===== src/hw/cpuPkg.sv =====
`default_nettype none

package cpuPkg;

  localparam int dataBits  = 32;
  localparam int regNoBits = 4;
  localparam int hexBits   = 24;
  localparam int ledrBits  = 10;

  // ====================
  // Primary opcodes
  // ====================
  localparam logic [5:0] op1AluR = 6'b000000;
  localparam logic [5:0] op1Beq  = 6'b001000;
  localparam logic [5:0] op1Blt  = 6'b001001;
  localparam logic [5:0] op1Ble  = 6'b001010;
  localparam logic [5:0] op1Bne  = 6'b001011;
  localparam logic [5:0] op1Jal  = 6'b001100;
  localparam logic [5:0] op1Lw   = 6'b010010;
  localparam logic [5:0] op1Sw   = 6'b011010;
  localparam logic [5:0] op1Addi = 6'b100000;
  localparam logic [5:0] op1Andi = 6'b100100;
  localparam logic [5:0] op1Ori  = 6'b100101;
  localparam logic [5:0] op1Xori = 6'b100110;

  // ====================
  // Register ALU functions
  // ====================
  localparam logic [7:0] op2Eq   = 8'b00001000;
  localparam logic [7:0] op2Lt   = 8'b00001001;
  localparam logic [7:0] op2Le   = 8'b00001010;
  localparam logic [7:0] op2Ne   = 8'b00001011;
  localparam logic [7:0] op2Add  = 8'b00100000;
  localparam logic [7:0] op2And  = 8'b00100100;
  localparam logic [7:0] op2Or   = 8'b00100101;
  localparam logic [7:0] op2Xor  = 8'b00100110;
  localparam logic [7:0] op2Sub  = 8'b00101000;
  localparam logic [7:0] op2Nand = 8'b00101100;
  localparam logic [7:0] op2Nor  = 8'b00101101;
  localparam logic [7:0] op2Nxor = 8'b00101110;
  localparam logic [7:0] op2Rshf = 8'b00110000;
  localparam logic [7:0] op2Lshf = 8'b00110001;

  // Memory-mapped output registers
  localparam logic [dataBits-1:0] addrHex       = 32'hFFFFF000;
  localparam logic [dataBits-1:0] addrLedr      = 32'hFFFFF020;
  localparam logic [hexBits-1:0]  hexResetValue = 24'hFEDEAD;

  // Same word seen as register form or immediate form
  typedef union packed {
    struct packed {
      logic [5:0]           op1;
      logic [7:0]           op2;
      logic [5:0]           unused;
      logic [regNoBits-1:0] rd;
      logic [regNoBits-1:0] rs;
      logic [regNoBits-1:0] rt;
    } r;
    struct packed {
      logic [5:0]           op1;
      logic [1:0]           unused;
      logic [15:0]          imm;
      logic [regNoBits-1:0] rs;
      logic [regNoBits-1:0] rt;
    } i;
  } instrWord_t;

endpackage

`default_nettype wire


===== src/hw/regFile.sv =====
`timescale 1ns/1ps
`default_nettype none

module regFile (
  input  wire                          clk,
  input  wire                          reset,
  input  wire [cpuPkg::regNoBits-1:0]  rsNo,
  input  wire [cpuPkg::regNoBits-1:0]  rtNo,
  output logic [cpuPkg::dataBits-1:0]  rsValue,
  output logic [cpuPkg::dataBits-1:0]  rtValue,
  input  wire                          wbWrite,
  input  wire [cpuPkg::regNoBits-1:0]  wbRegNo,
  input  wire [cpuPkg::dataBits-1:0]   wbValue
);

  logic [cpuPkg::dataBits-1:0] regs [2 ** cpuPkg::regNoBits];

  always_ff @(posedge clk or posedge reset) begin
    if (reset) begin
      for (int i = 0; i < 2 ** cpuPkg::regNoBits; i++) begin
        regs[i] <= '0;
      end
    end else if (wbWrite) begin
      regs[wbRegNo] <= wbValue;
    end
  end

  // Write-through so decode sees the value retiring this cycle
  assign rsValue = (wbWrite && wbRegNo == rsNo) ? wbValue : regs[rsNo];
  assign rtValue = (wbWrite && wbRegNo == rtNo) ? wbValue : regs[rtNo];

endmodule

`default_nettype wire


===== config.mk =====
export PLATFORM = sky130hd
export DESIGN_NAME = regFile
export DESIGN_NICKNAME = d
export VERILOG_FILES = /design/src/hw/cpuPkg.sv /design/src/hw/regFile.sv
export SDC_FILE = /design/constraint.sdc
export NUM_CORES = 1
export LEC_CHECK = 0
export BUFFER_PORTS_ARGS = -buffer_cell sky130_fd_sc_hd__buf_4
export CAP_MARGIN = 0
export CORE_MARGIN = 2
export CORE_UTILIZATION = 45
export CTS_CLUSTER_DIAMETER = 150
export DETAILED_ROUTE_END_ITERATION = 8
export MAX_ROUTING_LAYER = met4
export PLACE_DENSITY_LB_ADDON = 0.3
export SLEW_MARGIN = 20
export SYNTH_ARGS = -nofsm -noshare
export SYNTH_HDL_FRONTEND = slang
export SYNTH_SLANG_ARGS = --single-unit

===== constraint.sdc =====
create_clock -name clk -period 22 [get_ports clk]
set_input_delay 2.2 -clock clk [delete_from_list [all_inputs] [get_ports clk]]
set_output_delay 2.2 -clock clk [all_outputs]
set_load 0.1 [all_outputs]

# [Yosys cells after proc, flatten, opt, wreduce, memory -nomap -nowiden]
# Cells that the tools add are included.
[totals] latch_bits=0 ramBits=0 memories=0 out_inout_bits=64 word_cells=39 reg_bits=512 rom_bits=0
[classes] n_shift=0 n_mul=0 addsub=0 n_mux=11 n_reduce_logical=3 bitwise_logic=3 eq_ne=2 n_lt_le_gt_ge=4 n_div=0
[ops] operator="bitwise mux 512 bit" n=1
[ops] operator="binary-select mux 32 bit (select 4 bit)" n=2
[ops] operator="2-to-1 mux 32 bit" n=7
[ops] operator="demux 32 bit (select 4 bit)" n=1
[ops] operator="greater-or-equal comparator 5 bit (second input constant)" n=3
[ops] operator="NOT 4 -> 5 bit" n=3
[ops] operator="equality test 4 bit" n=2
[ops] operator="< comparator 5 x 1 -> 1 bit (second input constant)" n=1
[ops] operator="logical AND 1 bit" n=3

# [Logic depth before layout (Yosys ltp)]
# Gate-level depths: netlist of the first run.
[logic_depth] ltp_word=6 depth_mapped=7

# [Worst setup path before layout of the first run]
# No wires, ideal clock.
[synth_timing] path_kind="input to output" from="in rtNo[0] in the netlist's numbering" to="out rtValue[10] in the netlist's numbering" required_time_ns=19.800 path_slack_ns=15.710 cell_stages=7 path_buffers=3 arrival_time_ns=4.090 path_cell_list="clkbuf_1 -> buf_2 -> buf_2 -> mux4_2 -> a22oi_1 -> nand2_1 -> mux2_2"
[synth_via] elab_chain_cells=5 word_cells_on_any_way=7 cone_classes="eq/ne: 1; mux: 4; bitwise: 1; reduce/logical: 1"
[synth_rtl] element="start: declaration" line="regFile.sv:8" text="input wire [cpuPkg::regNoBits-1:0] rtNo,"
[synth_rtl] element="NOT 4 -> 5 bit (not written as such)" line="regFile.sv:30" text="assign rtValue = (wbWrite && wbRegNo == rtNo) ? wbValue : regs[rtNo];"
[synth_rtl] element="binary-select mux 32 bit (select 4 bit)" line="regFile.sv:30"
[synth_rtl] element="2-to-1 mux 32 bit (not written as such) (2 in series)" line="regFile.sv:30"
[synth_rtl] element="2-to-1 mux 32 bit (*)" line="regFile.sv:30"
[synth_rtl] element="end: declaration" line="regFile.sv:10" text="output logic [cpuPkg::dataBits-1:0] rtValue,"
# Every way passes the cells marked *; elsewhere a longest branch is shown, timed or not. The select of a mux whose other input is x is not followed.

# [Worst setup path after layout of the first run]
[layout_timing] from="in rsNo[1] in the netlist's numbering" to="out rsValue[19] in the netlist's numbering"
[layout_via] elab_chain_cells=5 word_cells_on_any_way=7 cone_classes="eq/ne: 1; mux: 4; bitwise: 1; reduce/logical: 1"
[layout_rtl] element="start: declaration" line="regFile.sv:7" text="input wire [cpuPkg::regNoBits-1:0] rsNo,"
[layout_rtl] element="NOT 4 -> 5 bit (not written as such)" line="regFile.sv:29" text="assign rsValue = (wbWrite && wbRegNo == rsNo) ? wbValue : regs[rsNo];"
[layout_rtl] element="binary-select mux 32 bit (select 4 bit)" line="regFile.sv:29"
[layout_rtl] element="2-to-1 mux 32 bit (not written as such) (2 in series)" line="regFile.sv:29"
[layout_rtl] element="2-to-1 mux 32 bit (*)" line="regFile.sv:29"
[layout_rtl] element="end: declaration" line="regFile.sv:9" text="output logic [cpuPkg::dataBits-1:0] rsValue,"
# Marks and branches as above.

==> results of run 1 <==
## placed cells by master, fill, tap and decap left out
| master | netlist | final |
|---|---|---|
| a22oi_1 | 124 | 124 |
| and2_2 | 0 | 2 |
| buf_12 | 0 | 1 |
| buf_4 | 0 | 143 |
| buf_6 | 2 | 2 |
| buf_8 | 0 | 2 |
| bufinv_16 | 0 | 4 |
| clkbuf_1 | 113 | 15 |
| clkbuf_16 | 0 | 55 |
| clkbuf_8 | 0 | 10 |
| clkinv_2 | 0 | 11 |
| clkinvlp_4 | 0 | 1 |
| dfrtp_1 | 512 | 512 |
| inv_6 | 0 | 1 |
| inv_8 | 0 | 1 |
| mux2_1 | 13 | 13 |
| mux2_2 | 563 | 563 |
| mux4_2 | 258 | 258 |
| nand2_1 | 66 | 65 |
| nand2_2 | 0 | 1 |
| nand2b_1 | 4 | 2 |
| nand2b_2 | 0 | 2 |
| nand3_1 | 1 | 1 |
| nand3b_1 | 2 | 2 |
| nor2_1 | 12 | 1 |
| nor2_4 | 0 | 11 |
| nor2b_4 | 0 | 5 |
| nor3b_1 | 1 | 1 |
| nor4_4 | 0 | 2 |
| or3_2 | 0 | 3 |
| xnor2_1 | 2 | 2 |
| xor2_1 | 6 | 6 |
## stage by stage
step	worst slack, ps	hold slack [ps]	cell area (um^2)	std cells	utilization
2_1_floorplan	5500	470.1	27300	1757	-
3_3_place_gp	14480	488.6	28830	2507	0.4794
3_5_place_dp	14460	502.6	28830	2507	0.4794
4_1_cts	14450	521.7	30590	2604	0.5087
5_1_grt	14280	534.4	30590	2604	0.5087
6_report	14480	515.8	30590	2604	0.5087
## report_power, final
part           leakage (nW)  internal (mW)  total, mW  switching (mW)
logic                  5.51          0.450      0.936           0.486
clock network         0.872          0.538      0.916           0.378
registers              6.28           1.16       1.32           0.160
total                  12.7           2.15       3.17            1.02
## cell type report
type,count,area [um^2],share of cell area
inverter,1,11.26,0.0003681
clock inverter,17,191.4,0.006258
sequential,512,12810,0.4188
clock buffer,80,1570,0.05133
timing repair buffer,148,1146,0.03746
tap,782,978.4,0.03198
multi-input combinational,1064,13880,0.4538
## worst paths after layout
check | from | end | slack, ps | cells past startpoint
max in group asynchronous | reset | regs[168]$_DFFE_PP0P_ | 17790 | 4
min in group asynchronous | reset | regs[469]$_DFFE_PP0P_ | 1790 | 2
setup / recovery | rsNo[1] | rsValue[19] | 14480 | 8
setup reg to reg | regs[467]$_DFFE_PP0P_ | regs[467]$_DFFE_PP0P_ | 21190 | 1
hold reg to reg | regs[468]$_DFFE_PP0P_ | regs[468]$_DFFE_PP0P_ | 520 | 1
hold / removal | regs[468]$_DFFE_PP0P_ | regs[468]$_DFFE_PP0P_ | 520 | 1
## metal layers
metal | track usage | vias to the layer above | share of wire | wire length, um
met5 | - | - | 0 | 0
met4 | 0.06399 | 0 | 0.022 | 1698
met3 | 0.04219 | 127 | 0.064 | 4877
met2 | 0.3927 | 637 | 0.48 | 36560
met1 | 0.3536 | 9333 | 0.44 | 33280
li1 | - | 6892 | - | -
## logic make-up after synthesis
kind of cell	after synthesis
buf+inv	181
flops	512
xor+xnor	8
compound gates	124
simple gates	98
mux	834
==> impl_metrics.ini, run 1 <==
[run_status]
status = finished clean

[cells_and_area]
antenna_cells = 0
largest_registers = regs: 512 flops
drive_above_1_share = 0.5917
nets = 1828
largest_reg_flops = 512
nFillCells = 5016
syn_to_final_growth_pct = 12.05
largest_register = regs

[synth]
yosysSeqAreaShare = 0.4693
yosysUniqueCellTypes = 22
async_flop_share = 1.000
synthTopCellsByCount = 563 x mux2_2, 512 x dfrtp_1, 258 x mux4_2, 124 x a22oi_1, 113 x clkbuf_1
synth_xor_area_frac = 0.002566
syn-instance-count = 1757
synth-simple-area-share = 0.01586
synth_nets = 1804
synth_compound_area_frac = 0.03410
synth.area.top_cells = dfrtp_1 47%, mux2_2 23%, mux4_2 21%
synthAdderAreaFrac = 0
ys_ff_latch = 512
synth_top_family_by_area = multiplexers
syn_area_um2 = 27300
yosysMostFrequentCell = mux2_2
synth-main-ff-cell = dfrtp_1
synthMuxAreaShare = 0.4504
yosys.area.top_type = dfrtp_1
synth_warnings = 0
synth_edf_count = 0
syn_avg_cell_area_um2 = 15.54
synth_top_area_frac = 0.4693

[sta]
finalCriticalPeriod_ps = 7516
period_share = 0.3416
finalSetupViolCount = 0
rsz0062_at_grt = false
clock.fmax_mhz = 133.1
finalMaxSlewViolations = 0
worst_pin_slew_ps = 1105
slew_headroom = 0.2575
final.setup_skew_ps = 0
hold_violations = 0
setup_tns_ps = 0

[routing]
ant_nets = 0
vias = 16990
viasPerCell = 6.524
drc = 0
wl_per_cell_um = 29.34
drt_wl_total_mm = 76.41
drt_iter0_markers = 1433
firstDrtPassIters = 4

[global_routing]
grt.total_usage = 0.2542
grt_pass1_wl_mm = 115.8
grt-ovfl-total = 0
grt_start_max_net_pins = 177
grt_pass1_vias = 17890
grt_antenna_before_repair = 0

[cts]
cts_max_level = 2
cts.sinks = 512
clk_path_buf_depth = 3
cts.clk_slew.worst_paths_ps = 60
cts_root_buffer = clkbuf_16
clkLatencyLatePin_ps = 590
postCtsSetupRepairBufs = 0
cts_resized = 0
cts_tree = yes
holdBufCountCts = 0
numCtsBuffers = 54

[worst_setup_path]
required_ps = 19800
worstSetupEndpointType = output pin
cp_slowest_cell = buf_4
crit_top_cell = buf_4
worstSetupPathType = primary input to output pin
cp_max_fo = 68
cp_top_family = buffers and inverters
critPathArrivalTime_ps = 5320
crit_path_max_incr_delay_ps = 900
crit_path_cell_trace = buf_6 -> buf_4 -> xnor2_1 -> nand2_1 -> nor4_4 -> buf_4 -> mux2_2 -> buf_4
worst-path-buf-inv = 4
start_kind = primary input

[floorplan]
fp.dieW_um = 250.3
num_rows = 90
die-height_um = 250.3
io_pins = 111
die-area_um2 = 62660
start_util = 0.4540
coreArea_um2 = 60130

[power]
power_density_nw_per_um2 = 103.8
p_total_mw = 3.174
ir_worst_vdd_uv = 56.94
p_leak_nw = 12.66

[hold_path]
hold_class = register to register

[placement]
hpwlAfterDp_mm = 43.01
portBuffers = 110
place_congestion = 0.7793

[job]
maxCapViolCount = 0
(Power assumes the default switching activity.)
==> inputs of run 2 (changes only) <==
- clock period: 22 -> 7.6 ns (I/O delays scaled with it)
==> impl_metrics.ini, run 2 (synthesis results as in run 1) <==
[worst_setup_path]
reg2regPathDepth = 1
critPathArrivalTime_ps = 3700
required_ps = 6840
timing.rr.start = regs[472]$_DFFE_PP0P_
worstSetupPathType = primary input to output pin
start_kind = primary input
cp_top_family = buffers and inverters
worstSetupEndpointType = output pin
cp_slowest_cell = buf_8
r2r-end = regs[472]$_DFFE_PP0P_
crit_top_cell = buf_4
rrSetupSlack_ps = 6780
worst-path-buf-inv = 3
crit_path_max_incr_delay_ps = 710
crit_path_cell_trace = buf_8 -> buf_4 -> mux4_2 -> a22oi_1 -> nand2_1 -> mux2_2 -> buf_4
worst-path-stages = 7
cp_max_fo = 81

[routing]
wl_per_cell_um = 28.87
drt_wl_total_mm = 75.28
drc = 0
vias = 16980
ant_nets = 0
viasPerCell = 6.511
drt_iter0_markers = 1606
firstDrtPassIters = 5

[power]
p_leak_nw = 12.67
power_density_nw_per_um2 = 300.9
ir_worst_vdd_uv = 201.7

[cts]
clkLatencyLatePin_ps = 610
cts_max_level = 2
holdBufCountCts = 0
numCtsBuffers = 54
cts_tree = yes
cts_resized = 0
cts.clk_slew.worst_paths_ps = 60
postCtsSetupRepairBufs = 0
cts_root_buffer = clkbuf_16
cts.sinks = 512
clk_path_buf_depth = 3

[sta]
final.setup_skew_ps = 0
clock.fmax_mhz = 224.4
fin_ws_ps = 3145
finalCriticalPeriod_ps = 4455
finalMaxSlewViolations = 0
slew_headroom = 0.3016
finalSetupViolCount = 0
hold_violations = 0
setup_tns_ps = 0
rsz0062_at_grt = false
period_share = 0.5862
worst_pin_slew_ps = 1048

[global_routing]
grt_antenna_before_repair = 2
grt.total_usage = 0.2507
grt_pass1_vias = 17860
grt_pass1_wl_mm = 114.6
grt-ovfl-total = 0
grt_start_max_net_pins = 175

[floorplan]
start_util = 0.4540
fp.dieW_um = 250.3
io_pins = 111
die-area_um2 = 62660
num_rows = 90
coreArea_um2 = 60130
die-height_um = 250.3

[cells_and_area]
nFillCells = 5050
largest_reg_flops = 512
drive_above_1_share = 0.5930
largest_registers = regs: 512 flops
layout_common_cells = 563 x mux2_2, 512 x dfrtp_1, 258 x mux4_2
syn_to_final_growth_pct = 12.23
final_common_cell = mux2_2
largest_register = regs
nets = 1828
final_cell_count_no_fill = 2608

[placement]
hpwlAfterDp_mm = 43.58
portBuffers = 110
place_congestion = 0.7916
pre_cts_slack_ps = 3080
place_inst = 2507

[hold_path]
hold_class = primary input to asynchronous set/reset pin

[job]
maxCapViolCount = 0

[run_status]
status = finished clean
-- run 2: cell count changes in the layout (fill, tap and decap cells not counted), sizes merged --
cell and change:
clkinvlp +3, diode +3, clkbuf -5, bufinv +1
clkinv +1, inv +1
-- run 2: where the power goes --
| part | internal (mW) | switching (mW) | total (mW) | leakage, nW |
|---|---|---|---|---|
| registers | 3.37 | 0.464 | 3.83 | 6.28 |
| clock network | 1.56 | 1.13 | 2.68 | 0.873 |
| logic | 1.30 | 1.40 | 2.71 | 5.52 |
-- run 2: routing by layer --
| metal | global-route usage | vias up | routed length, um |
|---|---|---|---|
| met5 | - | - | 0 |
| met4 | 0.07374 | 0 | 2067 |
| met3 | 0.04562 | 155 | 4883 |
| met2 | 0.3960 | 638 | 36920 |
| met1 | 0.3340 | 9292 | 31410 |
| li1 | - | 6896 | - |
-- run 2: final cells by class --
class,instances,area (um^2),area share
diodes,3,7.507,0.0002450
flip-flops and latches,512,12810,0.4182
well taps,782,978.4,0.03193
clock inverters,23,270.3,0.008821
inverters,1,7.507,0.0002450
repair buffers,148,1171,0.03822
clock buffers,75,1510,0.04929
multi-input cells,1064,13880,0.4531
-- run 2: how the worst max path moves through the flow --
stage,start,endpoint
2_1_floorplan,reset,regs[0]$_DFFE_PP0P_
3_3_place_gp,rtNo[0],rtValue[19]
3_5_place_dp,rtNo[0],rtValue[19]
4_1_cts,rtNo[0],rtValue[19]
5_1_grt,rtNo[0],rtValue[19]
6_report,rtNo[0],rtValue[19]
-- run 2: through the flow --
step	cell area, um^2	power (mW)	utilization	hold WS, ps
2_1_floorplan	27300	5.944	-	470.1
3_3_place_gp	28850	6.454	0.4798	487.5
3_5_place_dp	28850	6.570	0.4798	499.1
4_1_cts	30630	9.266	0.5094	220.3
5_1_grt	30640	9.604	0.5095	262.3
6_report	30640	9.220	0.5095	224.7
==> inputs of run 3 (changes only) <==
- clock period: 7.6 -> 3.62 ns (I/O delays scaled with it)
==> impl_metrics.ini, run 3 (synthesis results as in run 1) <==
[cells_and_area]
final_common_cell = mux2_2
layout_common_cells = 563 x mux2_2, 512 x dfrtp_1, 258 x mux4_2
largest_reg_flops = 512
final_cell_count_no_fill = 2645
multiInputGateArea_um2 = 13880
largest_registers = regs: 512 flops
regArea_um2 = 12810
nets = 1861
nFillCells = 4932
syn_to_final_growth_pct = 14.55
largest_register = regs
drive_above_1_share = 0.5998

[sta]
finalSetupViolCount = 0
finalMaxSlewViolations = 0
period_share = 0.7935
clock.fmax_mhz = 348.1
worst_pin_slew_ps = 1074
setup_tns_ps = 0
finalCriticalPeriod_ps = 2872
hold-worst-slack_ps = 113.5
rsz0062_at_grt = false
final.setup_skew_ps = 0
slew_headroom = 0.2842
hold_violations = 0

[placement]
hpwlAfterDp_mm = 45.94
portBuffers = 110
place_congestion = 0.8265
place_inst = 2539

[worst_setup_path]
crit_top_cell = buf_4
required_ps = 3260
critPathArrivalTime_ps = 2510
crit_path_max_incr_delay_ps = 540
start_kind = primary input
cp_max_fo = 33
rrSetupSlack_ps = 2780
crit_path_cell_trace = buf_8 -> buf_4 -> mux4_2 -> a22oi_1 -> nand2_1 -> mux2_2 -> buf_4
worstSetupPathType = primary input to output pin
reg2regPathDepth = 1
worstSetupEndpointType = output pin
timing.rr.start = regs[465]$_DFFE_PP0P_
critPathLaunch = rtNo[0]
r2r-end = regs[465]$_DFFE_PP0P_
cp-endpoint = rtValue[19]
cp_slowest_cell = mux4_2

[cts]
clk_path_buf_depth = 3
cts.clk_slew.worst_paths_ps = 60
cts.sinks = 512
cts_root_buffer = clkbuf_16
cts_resized = 0
cts_max_level = 2
clkLatencyLatePin_ps = 600
numCtsBuffers = 54
cts_tree = yes

[routing]
vias = 17160
drc = 0
ant_nets = 0
drt_iter0_markers = 1588
firstDrtPassIters = 5
drt_wl_total_mm = 76.68
viasPerCell = 6.487
wl_per_cell_um = 28.99

[floorplan]
num_rows = 90
start_util = 0.4540
fp.dieW_um = 250.3
die-height_um = 250.3
io_pins = 111
die-area_um2 = 62660
coreArea_um2 = 60130

[global_routing]
grt_pass1_wl_mm = 116.0
grt.total_usage = 0.2543
grt-ovfl-total = 0
grt_pass1_vias = 18090
grt_start_max_net_pins = 84
grt_antenna_before_repair = 4

[power]
p_total_mw = 19.53
ir_worst_vdd_uv = 469.1
power_density_nw_per_um2 = 624.6
p_leak_nw = 12.97

[run_status]
status = finished clean

[job]
maxCapViolCount = 0

[hold_path]
hold_class = primary input to register
-- run 3: how the worst min path moves through the flow --
| stage | startpoint | end | slack [ps] | cells past startpoint |
|---|---|---|---|---|
| final | wbValue[12] | regs[108]$_DFFE_PP0P_ | 110 | 2 |
| after global routing | wbValue[12] | regs[108]$_DFFE_PP0P_ | 110 | 2 |
| after CTS | wbValue[20] | regs[468]$_DFFE_PP0P_ | 80 | 2 |
| after detailed placement | regs[408]$_DFFE_PP0P_ | regs[408]$_DFFE_PP0P_ | 510 | 1 |
| after global placement | regs[468]$_DFFE_PP0P_ | regs[468]$_DFFE_PP0P_ | 490 | 1 |
| after floorplan | regs[408]$_DFFE_PP0P_ | regs[408]$_DFFE_PP0P_ | 470 | 1 |
-- run 3: through the flow --
step,cell area (um^2),util,setup slack (ps)
CTS,31260,0.5199,758.0
detailed placement,29420,0.4892,762.9
global placement,29420,0.4892,727.9
global route,31270,0.5201,658.1
finish,31270,0.5201,747.6
floorplan,27300,-,-3694
-- run 3: area by class of cell --
type,instances,share of cell area
Multi-Input combinational cell,1064,0.4439
Sequential cell,512,0.4097
Timing Repair Buffer,181,0.05585
Clock buffer,81,0.05097
Tap cell,782,0.03129
Clock inverter,20,0.007722
Antenna cell,4,0.0003201
Inverter,1,0.0002401
-- run 3: timing repair --
item,CTS,global route
buffers inserted,0,0
endpoints found under the setup margin,0,0
endpoints found under the hold margin,18,0
hold buffers,1,0
-- run 3: power by group --
| part | internal, mW | total (mW) | switching (mW) |
|---|---|---|---|
| logic | 2.79 | 5.75 | 2.97 |
| registers | 7.07 | 8.05 | 0.981 |
| clock network | 3.40 | 5.73 | 2.33 |
| total | 13.3 | 19.5 | 6.28 |
-- run 3: critical path: cells and delay by family --
family	cells	cell delay, ps
AOI/OAI and AO/OA	1	210
muxes	2	820
and+or+nand+nor	1	140
buffers and inverters	3	930
-- run 3: routing by layer --
layer / up-vias / share of wire / track usage
met5: - / 0 / -
met4: 0 / 0.031 / 0.08828
met3: 155 / 0.065 / 0.04666
met2: 652 / 0.48 / 0.3891
met1: 9374 / 0.43 / 0.3442
li1: 6976 / - / -
